--- src/common/issue_defines.svh ---
`ifndef ISSUE_DEFINES_SVH
`define ISSUE_DEFINES_SVH

// architectural register count, r0 included
`define NUM_REGS 32

// words in the exec scratch memory
// indexed by address bits above the byte offset
`define SCRATCH_WORDS 16

// width of the opcode field in a decoded slot
`define OP_W 4

`endif

--- src/common/issue_pkg.sv ---
`include "issue_defines.svh"

package issue_pkg;

    // widths with a meaning
    typedef logic [$clog2(`NUM_REGS)-1:0] reg_idx_t;
    typedef logic [31:0] word_t;
    typedef logic [$clog2(`SCRATCH_WORDS)-1:0] scratch_idx_t;

    typedef enum logic [`OP_W-1:0] {
        OP_NOP,
        OP_ADD,
        OP_SUB,
        OP_AND,
        OP_OR,
        OP_XOR,
        OP_LUI,
        OP_LD,
        OP_ST
    } op_t;

    // one decoded instruction
    typedef struct packed {
        op_t      op;
        reg_idx_t rd;
        reg_idx_t rj;
        reg_idx_t rk;
        word_t    imm;
    } slot_t;

    // memory ops only ever sit in slot0
    typedef struct packed {
        slot_t slot1;
        slot_t slot0;
    } issue_pair_t;

    typedef struct packed {
        word_t rj_data;
        word_t rk_data;
    } operand_t;

    typedef struct packed {
        issue_pair_t pair;
        operand_t    operand0;
        operand_t    operand1;
    } ex_pair_t;

    typedef struct packed {
        logic     we;
        reg_idx_t rd;
        word_t    data;
    } wb_t;

endpackage

--- src/rtl/exec_stage.sv ---
`timescale 1ns/1ps
`include "issue_defines.svh"

module exec_stage
    import issue_pkg::*;
(
    input  logic     clk,
    input  logic     aresetn,
    input  logic     ex_hold,
    input  logic     readygo,
    input  ex_pair_t ex_pair,
    output logic     allowin,
    output wb_t      wb [3]
);

    function automatic word_t alu(op_t op, word_t a, word_t b, word_t imm);
        case (op)
            OP_ADD:  return a + b;
            OP_SUB:  return a - b;
            OP_AND:  return a & b;
            OP_OR:   return a | b;
            OP_XOR:  return a ^ b;
            OP_LUI:  return imm;
            default: return '0;
        endcase
    endfunction

    function automatic logic is_alu(op_t op);
        return op inside {OP_ADD, OP_SUB, OP_AND, OP_OR, OP_XOR, OP_LUI};
    endfunction

    slot_t        s0;
    slot_t        s1;
    logic         ex_fire;
    word_t        ls_addr;
    scratch_idx_t ls_idx;
    word_t        scratch [`SCRATCH_WORDS];

    // load pipe, address stage then data stage
    logic         a_valid;
    reg_idx_t     a_rd;
    scratch_idx_t a_idx;
    logic         d_valid;
    reg_idx_t     d_rd;
    word_t        d_data;

    assign s0      = ex_pair.pair.slot0;
    assign s1      = ex_pair.pair.slot1;
    assign allowin = !ex_hold;
    assign ex_fire = readygo && allowin;

    // word index from byte address
    assign ls_addr = ex_pair.operand0.rj_data + s0.imm;
    assign ls_idx  = ls_addr[2 +: $bits(scratch_idx_t)];

    always_comb begin
        wb[0].we   = ex_fire && is_alu(s0.op) && s0.rd != '0;
        wb[0].rd   = s0.rd;
        wb[0].data = alu(s0.op, ex_pair.operand0.rj_data, ex_pair.operand0.rk_data, s0.imm);
        wb[1].we   = ex_fire && is_alu(s1.op) && s1.rd != '0;
        wb[1].rd   = s1.rd;
        wb[1].data = alu(s1.op, ex_pair.operand1.rj_data, ex_pair.operand1.rk_data, s1.imm);
        // held load result waits for ex_hold to drop
        wb[2].we   = d_valid && !ex_hold;
        wb[2].rd   = d_rd;
        wb[2].data = d_data;
    end

    always_ff @(posedge clk or negedge aresetn) begin
        if (!aresetn) begin
            for (int w = 0; w < `SCRATCH_WORDS; w++) begin
                scratch[w] <= '0;
            end
        end else if (ex_fire && s0.op == OP_ST) begin
            scratch[ls_idx] <= ex_pair.operand0.rk_data;
        end
    end

    always_ff @(posedge clk or negedge aresetn) begin
        if (!aresetn) begin
            a_valid <= 1'b0;
            d_valid <= 1'b0;
        end else if (!ex_hold) begin
            a_valid <= ex_fire && s0.op == OP_LD && s0.rd != '0;
            d_valid <= a_valid;
        end
    end

    always_ff @(posedge clk) begin
        if (!ex_hold) begin
            a_rd   <= s0.rd;
            a_idx  <= ls_idx;
            d_rd   <= a_rd;
            d_data <= scratch[a_idx];
        end
    end

endmodule

--- config.mk ---
export PLATFORM = sky130hd
export DESIGN_NAME = exec_stage
export DESIGN_NICKNAME = d
export VERILOG_FILES = /design/src/common/issue_pkg.sv /design/src/rtl/exec_stage.sv
export VERILOG_INCLUDE_DIRS = /design/src /design/src/common
export SDC_FILE = /design/constraint.sdc
export NUM_CORES = 1
export LEC_CHECK = 0
export BUFFER_PORTS_ARGS = -buffer_cell sky130_fd_sc_hd__buf_2
export CAP_MARGIN = 20
export CORE_UTILIZATION = 50
export DETAILED_ROUTE_END_ITERATION = 10
export PLACE_DENSITY = 0.7
export SETUP_SLACK_MARGIN = 0.4
export SKIP_CTS_REPAIR_TIMING = 1
export SLEW_MARGIN = 40
export SYNTH_ARGS = -nofsm -noshare
export SYNTH_HDL_FRONTEND = slang
export SYNTH_SLANG_ARGS = --single-unit
--- constraint.sdc ---
create_clock -name clk -period 10.22 [get_ports clk]
set_input_delay 1.022 -clock clk [delete_from_list [all_inputs] [get_ports clk]]
set_output_delay 1.022 -clock clk [all_outputs]
set_load 0.005 [all_outputs]
==> results.cfg, run 1 <==
[power_and_ir_drop]
internal_power_w = 0.00399
worst_ir_drop_vdd_mv = 0.141
p_sw_share_pct = 27.8
p_per_area_nw_per_um2 = 148
leakage_nw = 18.3
p_total_w = 0.00552
p_seq_share_pct = 43.8
switchingPower_w = 0.00153
power_frac_comb_pct = 18.5
p_clk_share_pct = 37.7

[floorplanning]
core_area_um2 = 64800
chipHeight_um = 259
io_pins = 349
rows = 93
start_util_pct = 50.9
dieArea_um2 = 67100
die_x_um = 259

[worst_setup_path]
max_stage_delay_ps = 670
startpoint_type = input port
crit_type = in -> out
cpMostUsedCell = a21oi_1
path_depth = 19
cp.buffers_inverters = 3
r2r_cells = 4
path_cells = buf_2 > inv_1 > ha_1 > nand4_1 > or4_1 > or2_2 > nor3_1 > a21oi_1 > xnor2_1 > ha_1 > a21oi_1 > o21ai_0 > nand3_1 > a21oi_1 > a211o_1 > a31oi_1 > xnor2_1 > o21ai_0 > buf_2
required_ps = 9200
cp_max_fo = 20
cpMaxStageDelayCell = o21ai_0
endpoint_kind = output pin
crit_family = compound AO/OA/AOI/OAI gates
cp.arrival_ps = 6090

[detailed_routing]
routed_wl_mm = 97.6
wire_per_inst_um = 25.8
num_vias = 23705
drc = 0
via_per_inst = 6.27
firstDrtPassIters = 6
final_antenna_net_count = 0
drt_iter0_drc = 2498

[cells_and_area]
fin_nets = 3304
syn2layout_area_growth_pct = 12.9
drive_gt1_share_pct = 40.2
final_util_pct = 57.5
final_cells = 3781

[cts]
clkTransAtPathRegs_ps = 60
worstSkewPairLatency_ps = 640
root_buffer = clkbuf_16
h-tree-depth = 2
clockBufferDepth = 3
cts_tree = done
numCtsBuffers = 57
clock-sinks = 560

[sta]
holdWs_ps = 352
slew_headroom_pct = 44.1
final.setup.tns_ps = 0
worstMarginPinSlew_ps = 830
finalCriticalPeriod_ps = 7120
report.final.slew_viol_count = 0
setup_viol = 0
clock_skew_ps = 27.5
fmax_ghz = 0.141
rsz0062_at_grt = false
timing.final.crit_share_pct = 69.6
finalHoldViolCount = 0

[synthesis]
syn_nets = 3076
yosys_warnings = 0
synth_cells = 2644
netlist_area_um2 = 33000
ys_seq_elements = 560
synthFlopType = dfrtp_1
syn_avg_cell_area_um2 = 12.5
synth-edff-count = 46
ys_types = 66
ys_seq_area_share_pct = 43.1
synthArstFlopShare_pct = 91.8

[global_routing]
overflow = 0
grt_pass1_wl_mm = 148
grt_max_degree = 157
grt.total_usage_pct = 29.2
grt_pass1_vias = 23974
antenna_found_initial = 16

[outcome]
run_status = complete, no violations

[placement]
io_buffers = 328
routabilityCongestion = 0.975
dp_hpwl_mm = 65.4
dp.cells = 3667

[hold_path]
hp-class = in -> async

[flow_run]
drv_cap = 0
## power by group through the flow
stage / clock network [W] / registers [W] / logic [W]
after floorplan: 0 / 0.00243 / 0.000661
final: 0.00208 / 0.00242 / 0.00102
after CTS: 0.00212 / 0.00242 / 0.00101
after detailed placement: 0 / 0.00246 / 0.00101
after global routing: 0.00221 / 0.00243 / 0.00111
after global placement: 0 / 0.00245 / 0.000986
## worst reg2reg max path, cell delays in order, from the launching register on
cell and delay [ps]:
edfxtp_1 820, buf_4 740, buf_6 740, mux4_2 460, mux4_2 570
## cell usage after synthesis (6+ instances only)
library cell,count,area (um^2)
dfrtp_1,514,12900
mux2_2,511,5750
ha_1,196,2450
mux4_2,160,3600
inv_1,150,563
clkbuf_1,125,469
o21ai_0,110,551
a21oi_1,99,495
nand2_1,97,364
xnor2_1,86,753
nor2_1,70,263
buf_2,52,260
edfxtp_1,46,1380
xor2_1,36,315
a21o_1,35,263
a22oi_1,29,218
nor3_1,24,120
a222oi_1,23,230
o221ai_1,20,175
o211ai_1,17,128
nand2b_1,15,93.8
a31oi_1,14,87.6
nand4_1,14,87.6
o31ai_1,14,105
a221oi_1,13,114
buf_1,13,48.8
nor2b_1,13,81.3
mux2i_1,11,110
nand3_1,11,55.1
buf_4,10,75.1
nor4_1,9,56.3
or3_1,9,56.3
a211o_1,8,70.1
a31o_2,8,70.1
and3_1,8,50.1
o41ai_1,8,70.1
and2_1,6,37.5
or2_2,6,37.5
or4_1,6,45.0
## layout make-up
class	count	area (um^2)
antenna	9	22.5
multi-input combinational	1734	17500
inverter	150	563
fill	5292	27500
timing repair buffer	369	2050
tap	855	1070
sequential	560	14200
clock inverter	18	183
clock buffer	86	1690
## registers in the layout, summed over array words and instances (netlist names)
register	flops
a_valid	1
a_rd	5
d_valid	1
a_idx	4
d_rd	5
scratch	512
d_data	32
## cells by family (layout without fill, tap and decap cells)
| logic type | Yosys count | after routing | synth area share [%] |
|---|---|---|---|
| mux | 684 | 684 | 28.7 |
| flops | 560 | 560 | 43.1 |
| compound gates | 432 | 432 | 8.69 |
| buf+inv | 350 | 623 | 4.29 |
| simple gates | 298 | 298 | 4.35 |
| fa+ha+maj | 198 | 198 | 7.55 |
| xor+xnor | 122 | 122 | 3.24 |
| other cells | 0 | 9 | 0 |
## stage by stage
step / setup WS, ps / area, um^2
floorplan: 4540 / 33000
global placement: 3390 / 35300
detailed placement: 3350 / 35400
CTS: 3330 / 37200
global route: 2880 / 37300
finish: 3100 / 37300
## metal layers
metal	wire length, um	vias to the layer above	part of all wire (%)	global-route usage (%)
li1	-	10279	-	-
met1	42600	12360	44	41.5
met2	45400	902	47	45.9
met3	6780	150	7.0	5.06
met4	2680	14	2.7	8.88
met5	86	-	0.088	0
## final timing paths
| check | start | endpoint | slack, ps |
|---|---|---|---|
| setup / recovery | ex_pair[64] | wb[107] | 3100 |
| hold / removal | aresetn | scratch[360]$_DFFE_PN0P_ | 350 |
| setup reg to reg | a_idx[1]$_DFFE_PN_ | d_data[12]$_DFFE_PN_ | 6610 |
| hold reg to reg | a_rd[3]$_DFFE_PN_ | d_rd[3]$_DFFE_PN_ | 420 |
| max in group asynchronous | aresetn | scratch[178]$_DFFE_PN0P_ | 8220 |
| min in group clk | a_rd[3]$_DFFE_PN_ | d_rd[3]$_DFFE_PN_ | 420 |
## layout by cell type (no fill, tap or decap), types with 13 or more instances in the layout
master     instances
nor2_1            62
dfrtp_1          514
a21o_1            35
a222oi_1          23
a221oi_1          13
a31oi_1           14
xnor2_1           86
buf_4             29
buf_2            327
nor3_1            21
nand2b_1          14
nand2_1           86
xor2_1            36
clkbuf_16         59
nand4_1           14
edfxtp_1          46
ha_1             196
a21oi_1           99
o221ai_1          20
o211ai_1          17
a22oi_1           29
mux2_2           511
clkbuf_1          16
mux4_2           160
inv_1            149
o31ai_1           14
o21ai_0          110
Note: power is estimated with default switching activity, not from simulation.
==> run 2, diff against run 1 <==
- clock period: 10.22 -> 6.7 ns (I/O delays scaled with it)
==> run 2 against run 1 <==
  * Register-to-register slack got worse by 3100 ps
  * Utilization increased by 0.15 points
  * Critical endpoint is now wb[106]
  * Critical path depth down 1
  * Power up 52%
  * Global-route usage increased by 0.24 points
  * Final cell count increased by 0.11%
  * Critical path type unchanged
  * First-iteration DRC count down 9.1%
  * Clock power rose by 50%
==> results.cfg, run 2 (same netlist as run 1, synthesis figures left out) <==
[outcome]
run_status = complete, no violations

[power_and_ir_drop]
power_frac_comb_pct = 18.9
p_sw_share_pct = 28.0
p_seq_share_pct = 43.9
switchingPower_w = 0.00235
internal_power_w = 0.00604
leakage_nw = 18.3
p_clk_share_pct = 37.2
p_per_area_nw_per_um2 = 224
worst_ir_drop_vdd_mv = 0.227

[cts]
worstSkewPairLatency_ps = 640
cts_tree = done
clockBufferDepth = 3
root_buffer = clkbuf_16
h-tree-depth = 2
clkTransAtPathRegs_ps = 50
clock-sinks = 560
numCtsBuffers = 56

[floorplanning]
die_x_um = 259
dieArea_um2 = 67100
start_util_pct = 50.9
core_area_um2 = 64800
io_pins = 349
chipHeight_um = 259
rows = 93

[flow_run]
drv_cap = 0

[placement]
routabilityCongestion = 0.967
placed_area_um2 = 35400
dp_hpwl_mm = 66.6
dp.cells = 3669
io_buffers = 328
dp_slack_ps = 681

[worst_setup_path]
crit_type = in -> out
crit_family = simple AND/OR/NAND/NOR gates
path_cells = buf_2 > inv_1 > ha_1 > nand4_1 > or4_1 > or2_2 > nor3_2 > a21oi_1 > xnor2_1 > ha_1 > inv_1 > o21ai_0 > a21o_1 > a31o_2 > a221oi_1 > mux2i_1 > o211ai_1 > buf_2
timing.rr.start = a_idx[0]$_DFFE_PN_
cp.buffers_inverters = 4
required_ps = 6030
r2r_slack_ps = 3560
cp_max_fo = 20
startpoint_type = input port
endpoint_kind = output pin
cpMaxStageDelayCell = or4_1
r2r_cells = 5
rr_endpoint = d_data[9]$_DFFE_PN_
cp.arrival_ps = 5230
max_stage_delay_ps = 650

[cells_and_area]
regMostFlops = scratch
fin_nets = 3307
drive_gt1_share_pct = 40.4
fin_area_um2 = 37400
largest_reg_flops = 512
top_regs = scratch x512, d_data x32
final_cells = 3785
syn2layout_area_growth_pct = 13.2
final_common_cell = dfrtp_1
mostFrequentLayoutCells = 514 x dfrtp_1, 511 x mux2_2, 327 x buf_2
fillCellCount = 5234

[detailed_routing]
wl_met2_mm = 45.6
drc = 0
via_per_inst = 6.23
num_vias = 23571
drt_iter0_drc = 2270
final_antenna_net_count = 0
firstDrtPassIters = 7
wl_met3_mm = 6.88
wire_per_inst_um = 26.0
wl_met1_mm = 42.4
routed_wl_mm = 98.4
highest_layer = met5

[hold_path]
hp-class = in -> reg
min_from = ex_pair[174]
hold_path_depth = 1
hold_end = a_rd[4]$_DFFE_PN_

[sta]
setup_ws_ps = 796
finalCriticalPeriod_ps = 5900
report.final.slew_viol_count = 0
final.setup.tns_ps = 0
rsz0062_at_grt = false
worstMarginPinSlew_ps = 859
clock_skew_ps = 25.0
timing.final.crit_share_pct = 88.1
setup_viol = 0
slew_headroom_pct = 42.2
fmax_ghz = 0.169
finalHoldViolCount = 0

[global_routing]
grt_pass1_vias = 24040
grt_max_degree = 153
antenna_found_initial = 17
grt_pass1_wl_mm = 149
overflow = 0
grt.total_usage_pct = 29.5
==> run 2: cell count changes in the layout (fill, tap and decap cells not counted), moves of 3 or more <==
cell / before / now
buf_12: 1 / 4
buf_16: 2 / 5
buf_4: 29 / 32
buf_6: 9 / 2
clkbuf_8: 11 / 7
clkinv_1: 3 / 0
clkinv_2: 9 / 14
clkinvlp_4: 1 / 4
==> run 2: worst max path at each step <==
stage | startpoint | endpoint | slack [ps] | depth (start not counted)
floorplan | ex_pair[64] | wb[106] | 1720 | 18
global placement | ex_pair[176] | wb[97] | 600 | 16
detailed placement | ex_pair[64] | wb[105] | 680 | 17
CTS | ex_pair[64] | wb[105] | 690 | 17
global route | ex_pair[64] | wb[107] | 480 | 19
finish | ex_pair[64] | wb[106] | 800 | 18
==> run 2: stage by stage <==
step,utilization (%),power (W),hold slack [ps]
2_1_floorplan,-,0.00472,374
3_5_place_dp,54.7,0.00531,409
3_3_place_gp,54.5,0.00525,406
6_report,57.7,0.00839,266
5_1_grt,57.7,0.00873,253
4_1_cts,57.5,0.00844,66.5
==> run 2: area by class of cell <==
class	count	area (um^2)	share of cell area, %
diodes	9	22.5	0.0602
repair buffers	373	2160	5.77
flip-flops and latches	560	14200	38.1
clock inverters	25	258	0.689
inverters	150	563	1.51
well taps	855	1070	2.86
clock buffers	79	1570	4.20
multi-input cells	1734	17500	46.8
==> run 2: power by group through the flow <==
stage / combinational (W) / clock [W] / sequential, W
after floorplan: 0.00101 / 0 / 0.00371
after global placement: 0.00151 / 0 / 0.00373
after detailed placement: 0.00156 / 0 / 0.00374
after CTS: 0.00157 / 0.00318 / 0.00368
after global routing: 0.00171 / 0.00332 / 0.00370
final: 0.00158 / 0.00312 / 0.00368
==> run 2: routing by layer <==
metal  GRT usage, %  vias to the layer above
met2           46.3                      906
met1           41.3                    12177
met5              0                        -
met3           4.99                      220
met4           10.5                       18
li1               -                    10250
==> run 2: worst reg2reg max path, stage by stage, from the launching register on <==
cell      delay (ps)
edfxtp_1         320
buf_4            510
buf_12           470
buf_16           400
mux4_2           610
mux4_2           560
==> run 3, diff against run 2 <==
- CORE_ASPECT_RATIO: default -> 0.6
- CORE_UTILIZATION: 50 -> 25
- HOLD_SLACK_MARGIN: default -> 0.06
- PLACE_DENSITY: 0.7 -> default
==> run 3 against run 2 <==
  * Utilization shrank 28 points
  * Routed wire length is 16% higher
  * Critical path depth unchanged
  * Clock-buffer cell count fell by 18
  * Clock skew is 17 ps higher
  * Register-to-register slack better by 300 ps
  * Critical endpoint is now wb[107]
  * Largest power group unchanged
  * Sequential share of layout area down 1.3 points
==> results.cfg, run 3 (same netlist as run 1, synthesis figures left out) <==
[outcome]
run_status = complete, no violations

[cts]
clkTransAtPathRegs_ps = 80
clock-sinks = 560
h-tree-depth = 2
root_buffer = clkbuf_16
cts_tree = done
numCtsBuffers = 53
worstSkewPairLatency_ps = 650
clockBufferDepth = 3

[flow_run]
drv_cap = 0

[cells_and_area]
fin_nets = 3319
syn2layout_area_growth_pct = 17.3
fillCellCount = 13139
largest_reg_flops = 512
seqCellArea_um2 = 14200
multi_input_area_um2 = 17500
regMostFlops = scratch
drive_gt1_share_pct = 40.8
final_common_cell = dfrtp_1
top_regs = scratch x512, d_data x32
mostFrequentLayoutCells = 514 x dfrtp_1, 511 x mux2_2, 328 x buf_2

[worst_setup_path]
crit_type = in -> out
timing.rr.start = a_idx[0]$_DFFE_PN_
r2r_cells = 5
required_ps = 6030
cp.arrival_ps = 5460
startpoint_type = input port
endpoint_kind = output pin
cp_max_fo = 20
crit_path_start = ex_pair[64]

[sta]
rsz0062_at_grt = true
final.setup.tns_ps = 0
finalHoldViolCount = 0
setup_ws_ps = 569
clock_skew_ps = 41.7
finalCriticalPeriod_ps = 6130
worstMarginPinSlew_ps = 853
timing.final.crit_share_pct = 91.5
slew_headroom_pct = 42.5
setup_viol = 0
fmax_ghz = 0.163
report.final.slew_viol_count = 0

[floorplanning]
start_util_pct = 25.4
dieArea_um2 = 134000
io_pins = 349
chipHeight_um = 283
core_area_um2 = 130000
rows = 102
die_x_um = 471

[global_routing]
antenna_found_initial = 37
grt_pass1_wl_mm = 168
grt_max_degree = 129
grt.total_usage_pct = 16.8
grt_pass1_vias = 23259
overflow = 0

[hold_path]
hold_path_depth = 1
hp-class = in -> reg
min_from = ex_pair[171]

[detailed_routing]
wire_per_inst_um = 24.5
drt_iter0_drc = 2452
drc = 0
firstDrtPassIters = 8
routed_wl_mm = 114
via_per_inst = 5.18
final_antenna_net_count = 0
num_vias = 24143

[placement]
routabilityCongestion = 1.03
io_buffers = 328
dp_slack_ps = 410
dp_hpwl_mm = 81.1

[power_and_ir_drop]
leakage_nw = 18.5
p_per_area_nw_per_um2 = 224
worst_ir_drop_vdd_mv = 0.179
## run 3: stage by stage
step / utilization [%] / hold WS [ps] / power [W] / area (um^2) / std cells
after global routing: 29.7 / 207 / 0.00902 / 38700 / 4654
after detailed placement: 28.2 / 405 / 0.00538 / 36700 / 4545
after global placement: 28.1 / 401 / 0.00534 / 36500 / 4538
after CTS: 29.7 / -49.0 / 0.00872 / 38600 / 4644
after floorplan: - / 374 / 0.00472 / 33000 / 2644
final: 29.8 / 216 / 0.00868 / 38700 / 4664
## run 3: path summary, 6_finish.rpt
| check | to | slack [ps] |
|---|---|---|
| max in group asynchronous | scratch[453]$_DFFE_PN0P_ | 4440 |
| min in group asynchronous | scratch[271]$_DFFE_PN0P_ | 580 |
| worst min register to register | d_rd[0]$_DFFE_PN_ | 420 |
| worst min-delay path | a_rd[1]$_DFFE_PN_ | 220 |
| worst max-delay path | wb[107] | 570 |
| worst max register to register | d_data[19]$_DFFE_PN_ | 3860 |
## run 3: power breakdown
| part | leakage (nW) | total, W | internal [W] | switching [W] |
|---|---|---|---|---|
| sequential | 7.60 | 0.00368 | 0.00360 | 0.0000828 |
| combinational | 9.95 | 0.00167 | 0.000691 | 0.000978 |
| clock | 0.932 | 0.00333 | 0.00189 | 0.00144 |
## run 3: cell type report
class | count | share of cell area (%)
Antenna cell | 17 | 0.110
Clock buffer | 61 | 3.66
Clock inverter | 38 | 1.23
Inverter | 150 | 1.46
Multi-Input combinational cell | 1734 | 45.2
Sequential cell | 560 | 36.8
Tap cell | 1716 | 5.55
Timing Repair Buffer | 388 | 5.98
## run 3: critical path: stages
cell,delay [ps]
buf_2,240
inv_1,140
ha_1,360
nand4_1,240
or4_1,580
or2_2,410
o31ai_1,260
xnor2_1,100
ha_1,420
a21o_1,240
a21o_1,170
a21oi_1,160
o21a_1,150
o21ai_1,190
a31oi_1,400
xnor2_1,140
o21ai_1,320
buf_2,220
## run 3: per-layer routing
layer	wire (um)	up-vias	global-route usage, %
li1	-	10317	-
met1	56500	12670	26.5
met2	45500	1001	22.5
met3	10800	131	4.52
met4	1340	24	2.71
met5	159	-	0
